**config.mk**
```make
export PLATFORM = sky130hd
export DESIGN_NAME = obj_draw
export DESIGN_NICKNAME = d
export VERILOG_FILES = /design/src/design/mem_pkg.sv /design/src/design/obj_pkg.sv /design/src/design/obj_draw.sv
export SDC_FILE = /design/constraint.sdc
export NUM_CORES = 1
export LEC_CHECK = 0
export BUFFER_PORTS_ARGS = -buffer_cell sky130_fd_sc_hd__buf_2
export CAP_MARGIN = 40
export CELL_PAD_IN_SITES_DETAIL_PLACEMENT = 1
export CELL_PAD_IN_SITES_GLOBAL_PLACEMENT = 2
export CORE_ASPECT_RATIO = 1.4
export CORE_MARGIN = 4
export CORE_UTILIZATION = 40
export DETAILED_ROUTE_END_ITERATION = 10
export HOLD_SLACK_MARGIN = 0.12
export PLACE_DENSITY_LB_ADDON = 0.1
export SYNTH_ARGS = -nofsm -noshare
export SYNTH_HDL_FRONTEND = slang
export SYNTH_SLANG_ARGS = --single-unit
```
**constraint.sdc**
```tcl
create_clock -name clk -period 3.3 [get_ports clk]
set_input_delay 0.33 -clock clk [delete_from_list [all_inputs] [get_ports clk]]
set_output_delay 0.33 -clock clk [all_outputs]
set_load 0.01 [all_outputs]
```
**src/design/mem_pkg.sv**
```systemverilog
// address and data types of the VRAM and graphics ROM buses seen by the object layer
package mem_pkg;

    // VRAM, 16-bit words
    typedef logic [22:0] vram_addr_t;  // word address
    typedef logic [15:0] vram_word_t;

    // graphics ROM, address is {code, row}
    typedef logic [19:0] rom_addr_t;

    // eight 4-bit pixels per word
    // pixel 0 sits in bits 31:28
    typedef logic [31:0] rom_word_t;

    // rom_half 0 gives pixels 0..7 of a row
    // rom_half 1 gives pixels 8..15

endpackage

```
**src/design/obj_pkg.sv**
```systemverilog
// object geometry types and sprite constants, used by the object layer blocks
package obj_pkg;

    typedef logic [8:0]  obj_coord_t;  // screen x or y, wraps at 512
    typedef logic [15:0] obj_code_t;   // tile code
    typedef logic [4:0]  pal_t;
    typedef logic [3:0]  colour_t;     // colour index inside a tile
    typedef logic [8:0]  pxl_t;        // {palette, colour}
    typedef logic [3:0]  obj_row_t;    // row inside a sprite

    // sprites are square
    localparam int OBJ_SIZE = 16;

    localparam colour_t TRANSPARENT = 4'hF;  // never written to the line buffer
    localparam pxl_t    BLANK_PXL   = 9'h1FF;

    // attr high byte that closes the object table
    localparam logic [7:0] END_MARK = 8'hFF;

    // attr word layout
    //   [4:0] palette
    //   [5]   flip x
    //   [6]   flip y

endpackage
```
**src/design/obj_draw.sv**
```systemverilog
// object drawing FSM: reads the line list, fetches ROM rows and paints the line buffer
`timescale 1ns/1ps

module obj_draw #(
    parameter int  MAX_LINE = 8,
    localparam int LAW      = $clog2(3 * MAX_LINE + 1)
) (
    input  logic                clk,
    input  logic                arst_n,
    input  logic                start,
    output logic [LAW-1:0]      line_addr,
    input  logic [15:0]         line_data,
    output mem_pkg::rom_addr_t  rom_addr,
    output logic                rom_half,
    input  mem_pkg::rom_word_t  rom_data,
    output logic                rom_cs,
    input  logic                rom_ok,
    output obj_pkg::obj_coord_t buf_addr,
    output obj_pkg::pxl_t       buf_data,
    output logic                buf_wr
);
    localparam int CW = $clog2(MAX_LINE + 1);

    typedef enum logic [2:0] {
        IDLE,
        RD_CNT,
        RD_OBJ,
        FETCH,
        PAINT
    } state_t;

    state_t              st;
    logic [1:0]          step;     // list read phase
    logic [CW-1:0]       n_obj;
    logic [CW-1:0]       obj_idx;
    logic                half_q;   // screen half being drawn
    logic [2:0]          pcnt;     // pixel within the ROM word
    obj_pkg::obj_coord_t x_q;
    obj_pkg::pal_t       pal_q;
    logic                flip_q;
    obj_pkg::obj_row_t   row_q;
    obj_pkg::obj_code_t  code_q;
    mem_pkg::rom_word_t  pix_q;
    logic [2:0]          nib_idx;
    obj_pkg::colour_t    nib;

    assign rom_cs   = st == FETCH;
    assign rom_addr = {code_q, row_q};
    assign rom_half = half_q ^ flip_q;      // flip x fetches the right half first
    assign nib_idx  = flip_q ? pcnt : ~pcnt;  // pixel 0 sits in the top nibble
    assign nib      = pix_q[{nib_idx, 2'b00} +: 4];

    always_ff @(posedge clk or negedge arst_n) begin
        if (!arst_n) begin
            st        <= IDLE;
            step      <= '0;
            line_addr <= '0;
            n_obj     <= '0;
            obj_idx   <= '0;
            half_q    <= 1'b0;
            pcnt      <= '0;
            buf_wr    <= 1'b0;
        end else begin
            buf_wr <= 1'b0;
            if (start) begin
                st        <= RD_CNT;
                step      <= '0;
                line_addr <= '0;  // object count
            end else begin
                case (st)
                    RD_CNT: begin
                        if (step == 2'd0) begin
                            step <= 2'd1;  // count arrives next clock
                        end else begin
                            step      <= '0;
                            n_obj     <= line_data[CW-1:0];
                            obj_idx   <= '0;
                            line_addr <= LAW'(1);
                            st        <= line_data[CW-1:0] == '0 ? IDLE : RD_OBJ;
                        end
                    end
                    RD_OBJ: begin
                        step <= step + 1'b1;
                        if (step != 2'd3) begin
                            line_addr <= line_addr + 1'b1;  // ends on the next slot
                        end else begin
                            half_q <= 1'b0;
                            st     <= FETCH;
                        end
                    end
                    FETCH: begin
                        if (rom_ok) begin
                            pcnt <= '0;
                            st   <= PAINT;
                        end
                    end
                    PAINT: begin
                        buf_wr <= nib != obj_pkg::TRANSPARENT;
                        pcnt   <= pcnt + 1'b1;
                        if (pcnt == 3'd7) begin
                            if (!half_q) begin
                                half_q <= 1'b1;
                                st     <= FETCH;
                            end else if (obj_idx + 1'b1 == n_obj) begin
                                st <= IDLE;    // line done
                            end else begin
                                obj_idx <= obj_idx + 1'b1;
                                step    <= '0;
                                st      <= RD_OBJ;
                            end
                        end
                    end
                    default: st <= IDLE;
                endcase
            end
        end
    end

    // object fields, list word 1 is {flip x, pal, row}
    always_ff @(posedge clk) begin
        if (st == RD_OBJ) begin
            case (step)
                2'd1: x_q <= line_data[8:0];
                2'd2: begin
                    row_q  <= line_data[3:0];
                    pal_q  <= line_data[8:4];
                    flip_q <= line_data[9];
                end
                2'd3: code_q <= line_data;
                default: ;
            endcase
        end
        if (rom_cs && rom_ok)
            pix_q <= rom_data;
        buf_addr <= x_q + obj_pkg::obj_coord_t'({half_q, pcnt});  // wraps at 512
        buf_data <= {pal_q, nib};
    end

endmodule

```
==> flow_summary.toml <==
[final_layout]
area_delta_synth_final_pct = 20.0
regArea_um2 = 2950
fin_cells = 562
nFillCells = 1214
fin_nets = 478
multi_input_area_um2 = 1530
layout-drive-gt1-share = 0.340
n_antenna_cell = 0

[power_and_ir_drop]
power.total_mw = 3.45
powerDensity_nw_per_um2 = 624
max-vdd-ir-drop_uv = 416
p_leak_nw = 2.22

[drt]
firstDrtPassIters = 4
drc = 0
wl_per_cell_um = 17.8
ant_nets = 0
vias = 2951
first_iter_violations = 119
viasPerCell = 5.25
wirelength_mm = 10.0

[critical_path]
path_class = "register to register"
end_kind = "register"
slowest_stage = "dfrtp_1"
crit_fanout = 15
path_cells = "buf_4 > mux4_2 > a22oi_1 > nand3_1 > a41oi_1"
worstPathRequired_ns = 3.57
cp-start-kind = "register"
cpPeakStageDelay_ns = 0.84
reg2reg_depth = 5
worst_ep_arrival_time_ns = 2.59

[synthesis]
synth_nets = 379
syn_inst = 314
ys_types = 55
avgSynthCellArea_um2 = 14.6
synthArstFlopShare = 0.213
synth_edf_count = 67
ys_seq_elements = 108
seq_area_frac_synth = 0.641
synth_warnings = 0
synthFlopType = "edfxtp_1"
synth_area_um2 = 4600

[sta]
slew_violations = 0
fin_skew_ns = 0.0104
rsz0062_at_grt = "false"
setup-violations-final = 0
period_needed_ns = 2.32
tightest_slew_ns = 0.763
period_share = 0.704
max_freq_mhz = 430
tns_ns = 0
setup_slack_ns = 0.977
relSlewSlack = 0.491
hold_viol = 0

[grt]
antenna_found_initial = 0
grt_max_degree = 33
grt_pass1_wl_mm = 16.4
grt_pass1_vias = 3157
grt_overflow = 0
grt_usage = 0.158

[floorplanning]
fp.dieW_um = 98.6
die_height_um = 135
die_area_um2 = 13300
start_util = 0.408
rows = 46
io_pins = 98
core_area_um2 = 11300

[placed_design]
io_buffer_count = 97
placedCellCount = 545
dp_hpwl_mm = 7.41
gp_congestion = 0.799
pre_cts_ws_ns = 0.963

[clock_tree]
postCtsSetupBuffers = 0
clk_pin_slew_ns = 0.08
cts_hold_repair.buffers = 1
cts_tree = "yes"
cts.htree.levels = 3
numCtsBuffers = 9
clockRootBuffer = "clkbuf_16"
cts.repair.resized = 0
clock-sinks = 108
clockBufferDepth = 2
clock_latency_ns = 0.35

[hold_path]
hold_depth = 1
min_path_type = "primary input to register"

[status]
status = "complete, no violations"

[flow_run]
max_cap_violations = 0
## power by group
part | switching [mW] | leakage, nW | internal [mW]
Clock | 0.557 | 0.151 | 0.548
Sequential | 0.145 | 1.06 | 1.58
Combinational | 0.310 | 1.00 | 0.302
Total | 1.01 | 2.22 | 2.43
## kinds of logic after synthesis
| family | synth area share |
|---|---|
| flops | 0.641 |
| simple gates | 0.0849 |
| compound gates | 0.0835 |
| mux | 0.0974 |
| buf+inv | 0.0264 |
| xor+xnor | 0.0299 |
| fa+ha+maj | 0.0370 |
## final cells by class
type | instances | share of cell area
flip-flops and latches | 108 | 0.534
multi-input cells | 184 | 0.277
repair buffers | 100 | 0.0925
clock buffers | 9 | 0.0408
well taps | 144 | 0.0326
clock inverters | 7 | 0.0156
inverters | 10 | 0.00725
## cell usage in the layout, fill, tap and decap left out, types with 2 or more instances in the layout
cell,synthesis,final
a21oi_1,15,15
nand4_1,2,2
inv_1,9,9
nand3_1,13,13
nor2_1,16,16
xnor2_1,8,8
nor2b_1,6,6
buf_4,1,2
dfrtp_1,23,23
mux4_2,15,15
o21ai_0,8,8
and2_1,3,3
nand2b_1,5,5
mux2_2,4,4
mux2i_1,5,5
nand2_1,16,16
xor2_1,5,5
nor3_1,4,4
o2111ai_1,2,2
clkinv_8,0,2
a22oi_1,4,4
a22o_1,5,5
nor3_2,2,2
a211oi_2,2,2
buf_2,5,97
ha_1,12,12
edfxtp_1,67,67
clkbuf_16,0,9
o21ai_1,2,2
a21o_1,3,3
o22ai_1,3,3
and3_1,2,2
dfxtp_1,18,18
a31oi_1,4,4
inv_6,0,2
## per-stage QoR
| step | util | hold WS, ns | area, µm² |
|---|---|---|---|
| after floorplan | - | 0.0344 | 4600 |
| after global placement | 0.461 | 0.327 | 5200 |
| after detailed placement | 0.461 | 0.334 | 5200 |
| after CTS | 0.489 | 0.132 | 5520 |
| after global routing | 0.489 | 0.127 | 5520 |
| final | 0.489 | 0.146 | 5520 |
## state kept, by name, indices dropped and copies added (netlist names)
register	cells
pix_q	32
code_q	16
buf_addr	9
buf_data	9
x_q	9
line_addr	5
pal_q	5
n_obj	4
obj_idx	4
row_q	4
pcnt	3
st	3
step	2
buf_wr	1
flip_q	1
half_q	1
## path summary, 6_finish.rpt
kind / startpoint / slack [ns] / end
min reg2reg: pal_q[1] / 0.35 / buf_data[5]
min in group asynchronous: arst_n / 0.50 / line_addr[1]
min: rom_data[0] / 0.15 / pix_q[0]
max in group asynchronous: arst_n / 2.42 / obj_idx[2]
max reg2reg: pcnt[1] / 0.98 / buf_wr
max: pcnt[1] / 0.98 / buf_wr
## synthesized netlist by cell type, types with 2 or more instances
| cell type | n | area (µm²) |
|---|---|---|
| edfxtp_1 | 67 | 2010 |
| dfrtp_1 | 23 | 576 |
| dfxtp_1 | 18 | 360 |
| nand2_1 | 16 | 60.1 |
| nor2_1 | 16 | 60.1 |
| a21oi_1 | 15 | 75.1 |
| mux4_2 | 15 | 338 |
| nand3_1 | 13 | 65.1 |
| ha_1 | 12 | 150 |
| inv_1 | 9 | 33.8 |
| o21ai_0 | 8 | 40.0 |
| xnor2_1 | 8 | 70.1 |
| nor2b_1 | 6 | 37.5 |
| a22o_1 | 5 | 43.8 |
| buf_2 | 5 | 25.0 |
| mux2i_1 | 5 | 50.1 |
| nand2b_1 | 5 | 31.3 |
| xor2_1 | 5 | 43.8 |
| a22oi_1 | 4 | 30.0 |
| a31oi_1 | 4 | 25.0 |
| mux2_2 | 4 | 45.0 |
| nor3_1 | 4 | 20.0 |
| a21o_1 | 3 | 22.5 |
| and2_1 | 3 | 18.8 |
| buf_6 | 3 | 33.8 |
| o22ai_1 | 3 | 18.8 |
| a211oi_2 | 2 | 25.0 |
| and3_1 | 2 | 12.5 |
| nand4_1 | 2 | 12.5 |
| nor3_2 | 2 | 20.0 |
| o2111ai_1 | 2 | 17.5 |
| o21ai_1 | 2 | 10.0 |
## per-layer routing
metal  share of wire  routed length, µm  track usage  up-vias
li1                -                  -            -     1394
met4           0.017                174       0.0569        0
met1            0.41               4120        0.184     1485
met5               0                  0            0        -
met3           0.038                377       0.0408       14
met2            0.53               5350        0.282       58
## worst max-delay path, delay by kind of cell (launching register included)
| family | cells | cell delay [ns] |
|---|---|---|
| flip-flops | 1 | 0.84 |
| multiplexers | 1 | 0.51 |
| AO/OA/AOI/OAI | 2 | 0.42 |
| buffers and inverters | 1 | 0.34 |
| AND/OR/NAND/NOR | 1 | 0.14 |
No activity file was read; power rests on OpenSTA's default activity.
