[src/design/mem_pkg.sv]
// address and data types of the VRAM and graphics ROM buses seen by the object layer
package mem_pkg;

    // VRAM, 16-bit words
    typedef logic [22:0] vram_addr_t;  // word address
    typedef logic [15:0] vram_word_t;

    // graphics ROM, address is {code, row}
    typedef logic [19:0] rom_addr_t;

    // eight 4-bit pixels per word
    // pixel 0 sits in bits 31:28
    typedef logic [31:0] rom_word_t;

    // rom_half 0 gives pixels 0..7 of a row
    // rom_half 1 gives pixels 8..15

endpackage

[src/design/obj_pkg.sv]
// object geometry types and sprite constants, used by the object layer blocks
package obj_pkg;

    typedef logic [8:0]  obj_coord_t;  // screen x or y, wraps at 512
    typedef logic [15:0] obj_code_t;   // tile code
    typedef logic [4:0]  pal_t;
    typedef logic [3:0]  colour_t;     // colour index inside a tile
    typedef logic [8:0]  pxl_t;        // {palette, colour}
    typedef logic [3:0]  obj_row_t;    // row inside a sprite

    // sprites are square
    localparam int OBJ_SIZE = 16;

    localparam colour_t TRANSPARENT = 4'hF;  // never written to the line buffer
    localparam pxl_t    BLANK_PXL   = 9'h1FF;

    // attr high byte that closes the object table
    localparam logic [7:0] END_MARK = 8'hFF;

    // attr word layout
    //   [4:0] palette
    //   [5]   flip x
    //   [6]   flip y

endpackage
[src/design/obj_line_table.sv]
// picks the objects that cross vrender1 and writes them into a double line list, part of cps_obj
`timescale 1ns/1ps

module obj_line_table #(
    parameter int  N_OBJ    = 32,
    parameter int  MAX_LINE = 8,
    localparam int AW       = $clog2(4 * N_OBJ),
    localparam int LAW      = $clog2(3 * MAX_LINE + 1)
) (
    input  logic                clk,
    input  logic                arst_n,
    input  logic                start,
    input  obj_pkg::obj_coord_t vrender1,
    input  logic [AW-1:0]       frame_len,
    output logic [AW-1:0]       frame_addr,
    input  mem_pkg::vram_word_t frame_data,
    input  logic [LAW-1:0]      line_addr,
    output logic [15:0]         line_data
);
    localparam int DEPTH = 3 * MAX_LINE + 1;     // word 0 is the count, kept in cnt
    localparam int CW    = $clog2(MAX_LINE + 1);
    localparam int EW    = AW - 2;

    logic [15:0]         list_ram [2][DEPTH];
    logic [CW-1:0]       cnt [2];             // objects per bank
    logic                bank;                // bank being filled
    logic                scanning;
    logic [EW-1:0]       ent;
    logic [1:0]          wrd;
    logic                rd_vld;              // frame_data is valid
    logic [1:0]          rd_wrd;              // word index of frame_data
    logic                hit;
    obj_pkg::obj_row_t   row;
    obj_pkg::obj_coord_t dy;
    logic                full;
    logic                wr_en;
    logic [1:0]          wr_off;
    logic [15:0]         wr_word;
    logic [LAW-1:0]      wr_addr;

    assign frame_addr = {ent, wrd};
    assign dy         = vrender1 - frame_data[8:0];  // mod 512
    assign full       = cnt[bank] == CW'(MAX_LINE);
    assign wr_en      = rd_vld && !full && rd_wrd != 2'd1;  // y word is not stored

    // x goes to slot word 0, code to word 2, {flip x, pal, row} to word 1
    always_comb begin
        wr_off  = 2'd0;
        wr_word = {7'd0, frame_data[8:0]};
        case (rd_wrd)
            2'd2: begin
                wr_off  = 2'd2;
                wr_word = frame_data;
            end
            2'd3: begin
                wr_off  = 2'd1;
                wr_word = {6'd0, frame_data[5], frame_data[4:0], row ^ {4{frame_data[6]}}};
            end
            default: ;
        endcase
    end

    assign wr_addr = LAW'(1 + 3 * int'(cnt[bank]) + int'(wr_off));

    always_ff @(posedge clk or negedge arst_n) begin
        if (!arst_n) begin
            bank     <= 1'b0;
            cnt      <= '{default: '0};
            scanning <= 1'b0;
            ent      <= '0;
            wrd      <= '0;
            rd_vld   <= 1'b0;
            rd_wrd   <= '0;
            hit      <= 1'b0;
            row      <= '0;
        end else begin
            rd_vld <= scanning;
            rd_wrd <= wrd;
            if (start) begin
                bank      <= ~bank;             // drawer now reads the old one
                cnt[~bank] <= '0;
                scanning  <= frame_len != '0;
                ent       <= '0;
                wrd       <= '0;
            end else if (scanning) begin
                wrd <= wrd + 1'b1;
                if (wrd == 2'd3) begin
                    ent <= ent + 1'b1;
                    if ({2'b00, ent} + 1'b1 == frame_len)
                        scanning <= 1'b0;       // last entry read
                end
            end
            if (rd_vld && rd_wrd == 2'd1) begin
                hit <= dy < obj_pkg::OBJ_SIZE;
                row <= dy[3:0];
            end
            if (wr_en && rd_wrd == 2'd3 && hit)
                cnt[bank] <= cnt[bank] + 1'b1;  // keep slot, else it gets overwritten
        end
    end

    always_ff @(posedge clk) begin
        if (wr_en)
            list_ram[bank][wr_addr] <= wr_word;
        line_data <= line_addr == '0 ? 16'(cnt[~bank]) : list_ram[~bank][line_addr];
    end

endmodule

[config.mk]
export PLATFORM = sky130hd
export DESIGN_NAME = obj_line_table
export DESIGN_NICKNAME = d
export VERILOG_FILES = /design/src/design/mem_pkg.sv /design/src/design/obj_pkg.sv /design/src/design/obj_line_table.sv
export SDC_FILE = /design/constraint.sdc
export NUM_CORES = 1
export LEC_CHECK = 0
export BUFFER_PORTS_ARGS = -buffer_cell sky130_fd_sc_hd__buf_2
export CAP_MARGIN = 20
export CORE_MARGIN = 4
export CORE_UTILIZATION = 50
export CTS_CLUSTER_DIAMETER = 80
export DETAILED_ROUTE_END_ITERATION = 10
export GPL_TIMING_DRIVEN = 0
export PLACE_DENSITY = 0.64
export SYNTH_ARGS = -nofsm -noshare
export SYNTH_HDL_FRONTEND = slang
export SYNTH_SLANG_ARGS = --single-unit
[constraint.sdc]
create_clock -name clk -period 7.2 [get_ports clk]
set_input_delay 0.72 -clock clk [delete_from_list [all_inputs] [get_ports clk]]
set_output_delay 0.72 -clock clk [all_outputs]
set_load 0.01 [all_outputs]
==> results of run 1 <==
==> worst min-delay path by stage <==
stage | endpoint | slack, ns
floorplan | rd_vld$_DFF_PN0_ | 0.35
global placement | rd_vld$_DFF_PN0_ | 0.36
detailed placement | rd_vld$_DFF_PN0_ | 0.37
CTS | cnt[2]$_DFF_PN0_ | 0.09
global route | ent[4]$_DFFE_PN0P_ | 0.13
finish | cnt[2]$_DFF_PN0_ | 0.10
==> layout make-up <==
| type | instances | area share, % |
|---|---|---|
| antenna | 1 | 0.00650 |
| buffer | 78 | 1.13 |
| clock buffer | 109 | 5.89 |
| clock inverter | 48 | 1.06 |
| inverter | 28 | 0.273 |
| multi-input combinational | 660 | 20.7 |
| sequential | 833 | 64.2 |
| tap | 855 | 2.78 |
| timing repair buffer | 125 | 4.01 |
==> cell usage in the layout, fill, tap and decap left out, drive strengths merged, types with 5 or more instances in the layout <==
cell,count
a211oi,15
a21oi,31
a221o,5
a221oi,5
and2,11
buf,180
bufinv,6
clkbuf,132
clkinv,36
dfrtp,25
dfxtp,16
edfxtp,792
ha,18
inv,32
mux2,22
mux2i,66
mux4,203
nand2,44
nand2b,5
nand3,13
nand4,6
nor2,80
nor2b,15
nor3,9
o21ai,29
o22ai,10
xnor2,11
xor2,14
==> state kept, by name (all words and copies together) (netlist names) <==
| register | cells |
|---|---|
| bank | 1 |
| ent | 5 |
| row | 4 |
| list_ram | 792 |
| rd_wrd | 2 |
| line_data | 16 |
| cnt | 8 |
| wrd | 2 |
| hit | 1 |
| scanning | 1 |
| rd_vld | 1 |
==> per-layer routing <==
| metal | share of wire [%] | global-route usage (%) | vias up |
|---|---|---|---|
| li1 | - | - | 7025 |
| met1 | 39 | 36.7 | 9242 |
| met2 | 47 | 41.1 | 1003 |
| met3 | 10 | 6.35 | 174 |
| met4 | 4.0 | 9.62 | 0 |
| met5 | 0 | 0 | - |
==> cell families after synthesis <==
| logic type | synth area share [%] |
|---|---|
| compound gates | 2.47 |
| xor+xnor | 0.664 |
| fa+ha+maj | 0.865 |
| buf+inv | 1.64 |
| flops | 75.0 |
| mux | 16.6 |
| simple gates | 2.79 |
==> power groups by stage <==
stage	clock (mW)	combinational [mW]	sequential (mW)
after global placement	0	2.29	5.62
after detailed placement	0	2.39	5.60
final	4.26	2.41	5.49
after CTS	4.30	2.40	5.49
after global routing	4.52	2.50	5.50
after floorplan	0	1.48	5.61
==> metrics by stage <==
step                hold slack, ns  power, mW  util (%)  area (um2)  instances
finish                       0.101       12.2      59.3       38500       2737
global route                 0.133       12.5      59.3       38500       2736
CTS                         0.0927       12.2      59.3       38500       2735
detailed placement           0.366       7.99      55.2       35800       2578
global placement             0.360       7.91      52.9       34400       2514
floorplan                    0.352       7.10         -       33000       1599
==> metrics.md, run 1 <==
| Metric | Value |
|---|---|
| Slowest-stage cell, CP | `nor2_2` |
| Antenna violations before repair | `3` |
| Reg2Reg Depth | `17` |
| CTS Buf Count | `84` |
| WP buf/inv | `9` |
| Most repeated cell in the gate-level netlist after synthesis | `edfxtp_1` |
| Gr ovfl total | `0` |
| Top Family by Delay on Critical Path | `buffers and inverters` |
| Yosys warns | `0` |
| Max cap viols | `0` |
| Via Count | `17400` |
| Worst-path fanout max | `10` |
| Net count after synthesis | `1660` |
| Worst setup startpoint | `bank$_DFFE_PN0P_` |
| GR Util All Layers | `26.3%` |
| Setup violators final | `0` |
| Setup Total Neg Slack | `0 ns` |
| Startpoint types | `flip-flop` |
| First-pass GRT wire length | `130 mm` |
| Crit path capture | `list_ram[0][347]$_DFFE_PP_` |
| Area delta synth->final | `16.8%` |
| Fmax | `0.150 GHz` |
| Logic pwr share | `19.8%` |
| Chip Width | `265 um` |
| Tcrit/Tclk final | `92.3%` |
| Final hold vios | `0` |
| Port Buffer Count | `60` |
| Slew Limit Headroom | `22.9%` |
| Worst Path Required | `7.52 ns` |
| Crit. End Element | `flip-flop` |
| Worst-Margin Slew | `1.16 ns` |
| Fin Clk Skew | `0.0343 ns` |
| Clk sinks | `833` |
| FF+latch count, synth | `833` |
| Die height | `265 um` |
| DR WL/cell | `33.6 um` |
| Crit Path Category | `flip-flop to flip-flop` |
| Crit-path cells | `buf_4 > buf_4 > buf_6 > buf_4 > buf_4 > buf_2 > buf_2 > mux2i_1 > fa_1 > fa_1 > inv_1 > a21o_1 > a21oi_1 > xor2_1 > nand3_1 > nor2_2 > buf_8` |
| Register Area | `24700 um2` |
| CTS Hold Bufs | `0` |
| Pleak | `12.8 nW` |
| Layout cell share with drive strength beyond 1 | `31.1%` |
| FF-to-FF setup slack | `0.55 ns` |
| DRT Pass-1 Iters | `6` |
| Min Tclk post-route | `6.65 ns` |
| Post-CTS resize count | `0` |
| Number of global-route vias before repair | `17400` |
| Worst skew pair latency | `0.64 ns` |
| Number of flops mapped to enable cells by yosys | `792` |
| R2R Path Start | `bank$_DFFE_PN0P_` |
| Prevailing post-synth register cell | `edfxtp_1` |
| Avg Inst Size Synth | `20.6 um2` |
| Fillers | `4661` |
| Min-Delay Path Class | `input pin to asynchronous set/reset pin` |
| R2r endpoint | `list_ram[0][347]$_DFFE_PP_` |
| Max-slew violations | `0` |
| Top cell type's share of synthesized area | `72.1%` |
| RSZ-0062 raised after global routing | `false` |
| P_sw | `3.24 mW` |
| Worst path max stage delay | `0.75 ns` |
| Part of the power in registers | `45.2%` |
| Core region area | `64900 um2` |
| Post-synthesis cell type count | `56` |
| Power share of the clock group | `35.0%` |
| Top cells by area, synth | `edfxtp_1 72%, mux4_2 14%, mux2i_1 2.0%, dfrtp_1 1.9%, dfxtp_1 0.97%` |
| Final GP Congestion | `0.969` |
| Largest net degree at the start of global routing | `51` |
| Pwr dens | `316 nW/um2` |
| Root buffer cell | `clkbuf_16` |
| Post-route setup slack | `0.553 ns` |
| Most frequent CP cell | `buf_4` |
| CP arrival | `6.97 ns` |
| Largest area contributor in the netlist | `edfxtp_1` |
| Run status | `finished, final reports clean` |
| Netlist Area Pre-Place | `33000 um2` |
| Max Root-Sink Buffers | `3` |
| Crit. path cell count | `17` |
| Antenna Nets Post-Route | `0` |
| Synth top cells by count | `792 x edfxtp_1, 203 x mux4_2, 80 x nor2_1` |
| Ys async rst share | `3.00%` |
| Starting DRT DRC Count | `2345` |
| Drt drc | `0` |
| Nets | `1871` |
| P_int | `8.92 mW` |
| Pre-CTS WS | `0.733 ns` |
| Vias per cell | `6.37` |
| DRT Wirelength | `92.0 mm` |
| Post-CTS Setup Repair Bufs | `0` |
| Multi-input logic area | `7960 um2` |
| H-tree levels | `3` |
| Maximum vdd drop | `165 uV` |
| Post-synthesis sequential area ratio | `75.0%` |
| Mapped Cells | `1599` |
| Number of cell rows | `93` |
| # IOs | `63` |
| CTS tree | `done` |
| Initial Util | `50.8%` |
| Die area | `70100 um2` |
| Sw frac | `26.6%` |
| Reg clk slew, reported paths | `0.06 ns` |
| Dpl hpwl | `63.4 mm` |
Note: power is estimated with default switching activity, not from simulation.
==> inputs of run 2 (changes only) <==
- CORE_UTILIZATION: 50 -> 44
- PLACE_DENSITY: 0.64 -> 0.57
==> metrics.md, run 2 (synthesized netlist as in run 1, its figures left out) <==
| Metric | Value |
|---|---|
| Run status | `finished, final reports clean` |
| Register Area | `24700 um2` |
| Tcrit/Tclk final | `88.8%` |
| Min Tclk post-route | `6.39 ns` |
| Gr ovfl total | `0` |
| Via Count | `17500` |
| CTS tree | `done` |
| Crit. End Element | `flip-flop` |
| Fmax | `0.156 GHz` |
| Core region area | `74300 um2` |
| Pleak | `12.9 nW` |
| Slowest-stage cell, CP | `nor2_2` |
| Worst skew pair latency | `0.63 ns` |
| Most flops, register | `list_ram` |
| Worst-Margin Slew | `1.16 ns` |
| GR Util All Layers | `24.3%` |
| Root buffer cell | `clkbuf_16` |
| Die height | `282 um` |
| Post-CTS resize count | `0` |
| Post-CTS Setup Repair Bufs | `0` |
| Setup violators final | `0` |
| Worst-path fanout max | `12` |
| Nets | `1870` |
| Most frequent CP cell | `buf_4` |
| Commonest non-fill, non-tap cell in the layout | `edfxtp_1` |
| DRT Wirelength | `94.8 mm` |
| Port Buffer Count | `60` |
| Top Registers | `list_ram (792), line_data (16), cnt (8)` |
| Reg clk slew, reported paths | `0.06 ns` |
| Min-Delay Path Class | `input pin to asynchronous set/reset pin` |
| Number of cell rows | `100` |
| Final GP Congestion | `0.950` |
| Reg2Reg Depth | `16` |
| Antenna Nets Post-Route | `0` |
| CTS Hold Bufs | `0` |
| Worst path max stage delay | `0.97 ns` |
| Largest net degree at the start of global routing | `51` |
| Antenna violations before repair | `3` |
| Post-route setup slack | `0.806 ns` |
| Maximum vdd drop | `164 uV` |
| Pre-CTS WS | `0.765 ns` |
| Most frequent cells in the layout | `792 x edfxtp_1, 203 x mux4_2, 91 x clkbuf_16` |
| Drt drc | `0` |
| Chip Width | `282 um` |
| Layout cell share with drive strength beyond 1 | `30.6%` |
| Max cap viols | `0` |
| Max-slew violations | `0` |
| Fillers | `5966` |
| Crit Path Category | `flip-flop to flip-flop` |
| Vias per cell | `6.12` |
| Final hold vios | `0` |
| Area delta synth->final | `17.6%` |
| Die area | `79400 um2` |
| CP arrival | `6.64 ns` |
| H-tree levels | `3` |
| Pwr dens | `321 nW/um2` |
| Clk sinks | `833` |
| CTS Buf Count | `88` |
| Largest register FFs | `792` |
| DR WL/cell | `33.2 um` |
| Max Root-Sink Buffers | `3` |
| Crit-path cells | `buf_4 > buf_4 > buf_6 > buf_4 > buf_4 > buf_2 > buf_2 > mux2i_1 > fa_1 > fa_1 > inv_1 > a21o_1 > a21oi_1 > xor2_1 > nand3_1 > nor2_2` |
| Starting DRT DRC Count | `2257` |
| Fin Hold WS | `0.0886 ns` |
| RSZ-0062 raised after global routing | `false` |
| First-pass GRT wire length | `133 mm` |
| # IOs | `63` |
| Number of global-route vias before repair | `17300` |
| Worst Path Required | `7.45 ns` |
| Fin Clk Skew | `0.0205 ns` |
| Initial Util | `44.4%` |
| Slew Limit Headroom | `22.6%` |
| DRT Pass-1 Iters | `5` |
| Startpoint types | `flip-flop` |
| Multi-input logic area | `7980 um2` |
| Dpl hpwl | `64.7 mm` |
-- run 2: where the power goes --
| part | switching [mW] | internal (mW) | leakage (nW) | total (mW) |
|---|---|---|---|---|
| Combinational | 1.37 | 1.02 | 3.77 | 2.39 |
| Clock | 1.85 | 2.71 | 1.41 | 4.56 |
| Sequential | 0.0299 | 5.46 | 7.68 | 5.49 |
| Total | 3.25 | 9.19 | 12.9 | 12.4 |
-- run 2: path summary, 6_finish.rpt --
path                                          from                          to  slack, ns
min in group clk                      frame_len[2]          scanning$_DFF_PN0_       0.37
max in group asynchronous                   arst_n          row[1]$_DFFE_PN0P_       6.72
worst min register to register  scanning$_DFF_PN0_            rd_vld$_DFF_PN0_       0.38
worst max register to register    bank$_DFFE_PN0P_  list_ram[1][395]$_DFFE_PP_       0.81
worst max-delay path              bank$_DFFE_PN0P_  list_ram[1][395]$_DFFE_PP_       0.81
worst min-delay path                        arst_n          wrd[0]$_DFFE_PN0P_       0.09
-- run 2: area by class of cell --
type	count	area share (%)
flip-flops and latches	833	63.8
multi-input cells	660	20.6
clock buffers	113	6.08
repair buffers	120	3.71
well taps	969	3.13
clock inverters	48	1.36
plain buffers	78	1.12
inverters	28	0.271
diodes	1	0.00645
-- run 2: per-stage QoR --
stage	util, %	total power [mW]	TNS [ns]	cells	area (um2)
3_5_place_dp	48.3	8.01	0	2688	35900
3_3_place_gp	46.4	7.94	-0.507	2628	34500
4_1_cts	52.2	12.5	0	2849	38800
2_1_floorplan	-	7.10	0	1599	33000
6_report	52.2	12.4	0	2850	38800
5_1_grt	52.2	12.8	0	2849	38800
-- run 2: critical path: cells and delay by family (launching register included) --
kind,cells,cell delay [ns]
AOI/OAI and AO/OA,2,0.18
xor gates and xnor gates,1,0.40
adders and majority gates,2,1.01
buffers and inverters,8,2.19
DFF,1,0.32
muxes,1,0.40
and+or+nand+nor,2,1.44
-- run 2: per-layer routing --
| layer | routed length, um | vias up | global-route usage [%] |
|---|---|---|---|
| li1 | - | 7026 | - |
| met1 | 38200 | 9367 | 34.3 |
| met2 | 45200 | 909 | 38.9 |
| met3 | 8120 | 149 | 4.13 |
| met4 | 3220 | 0 | 8.09 |
| met5 | 0 | - | 0 |
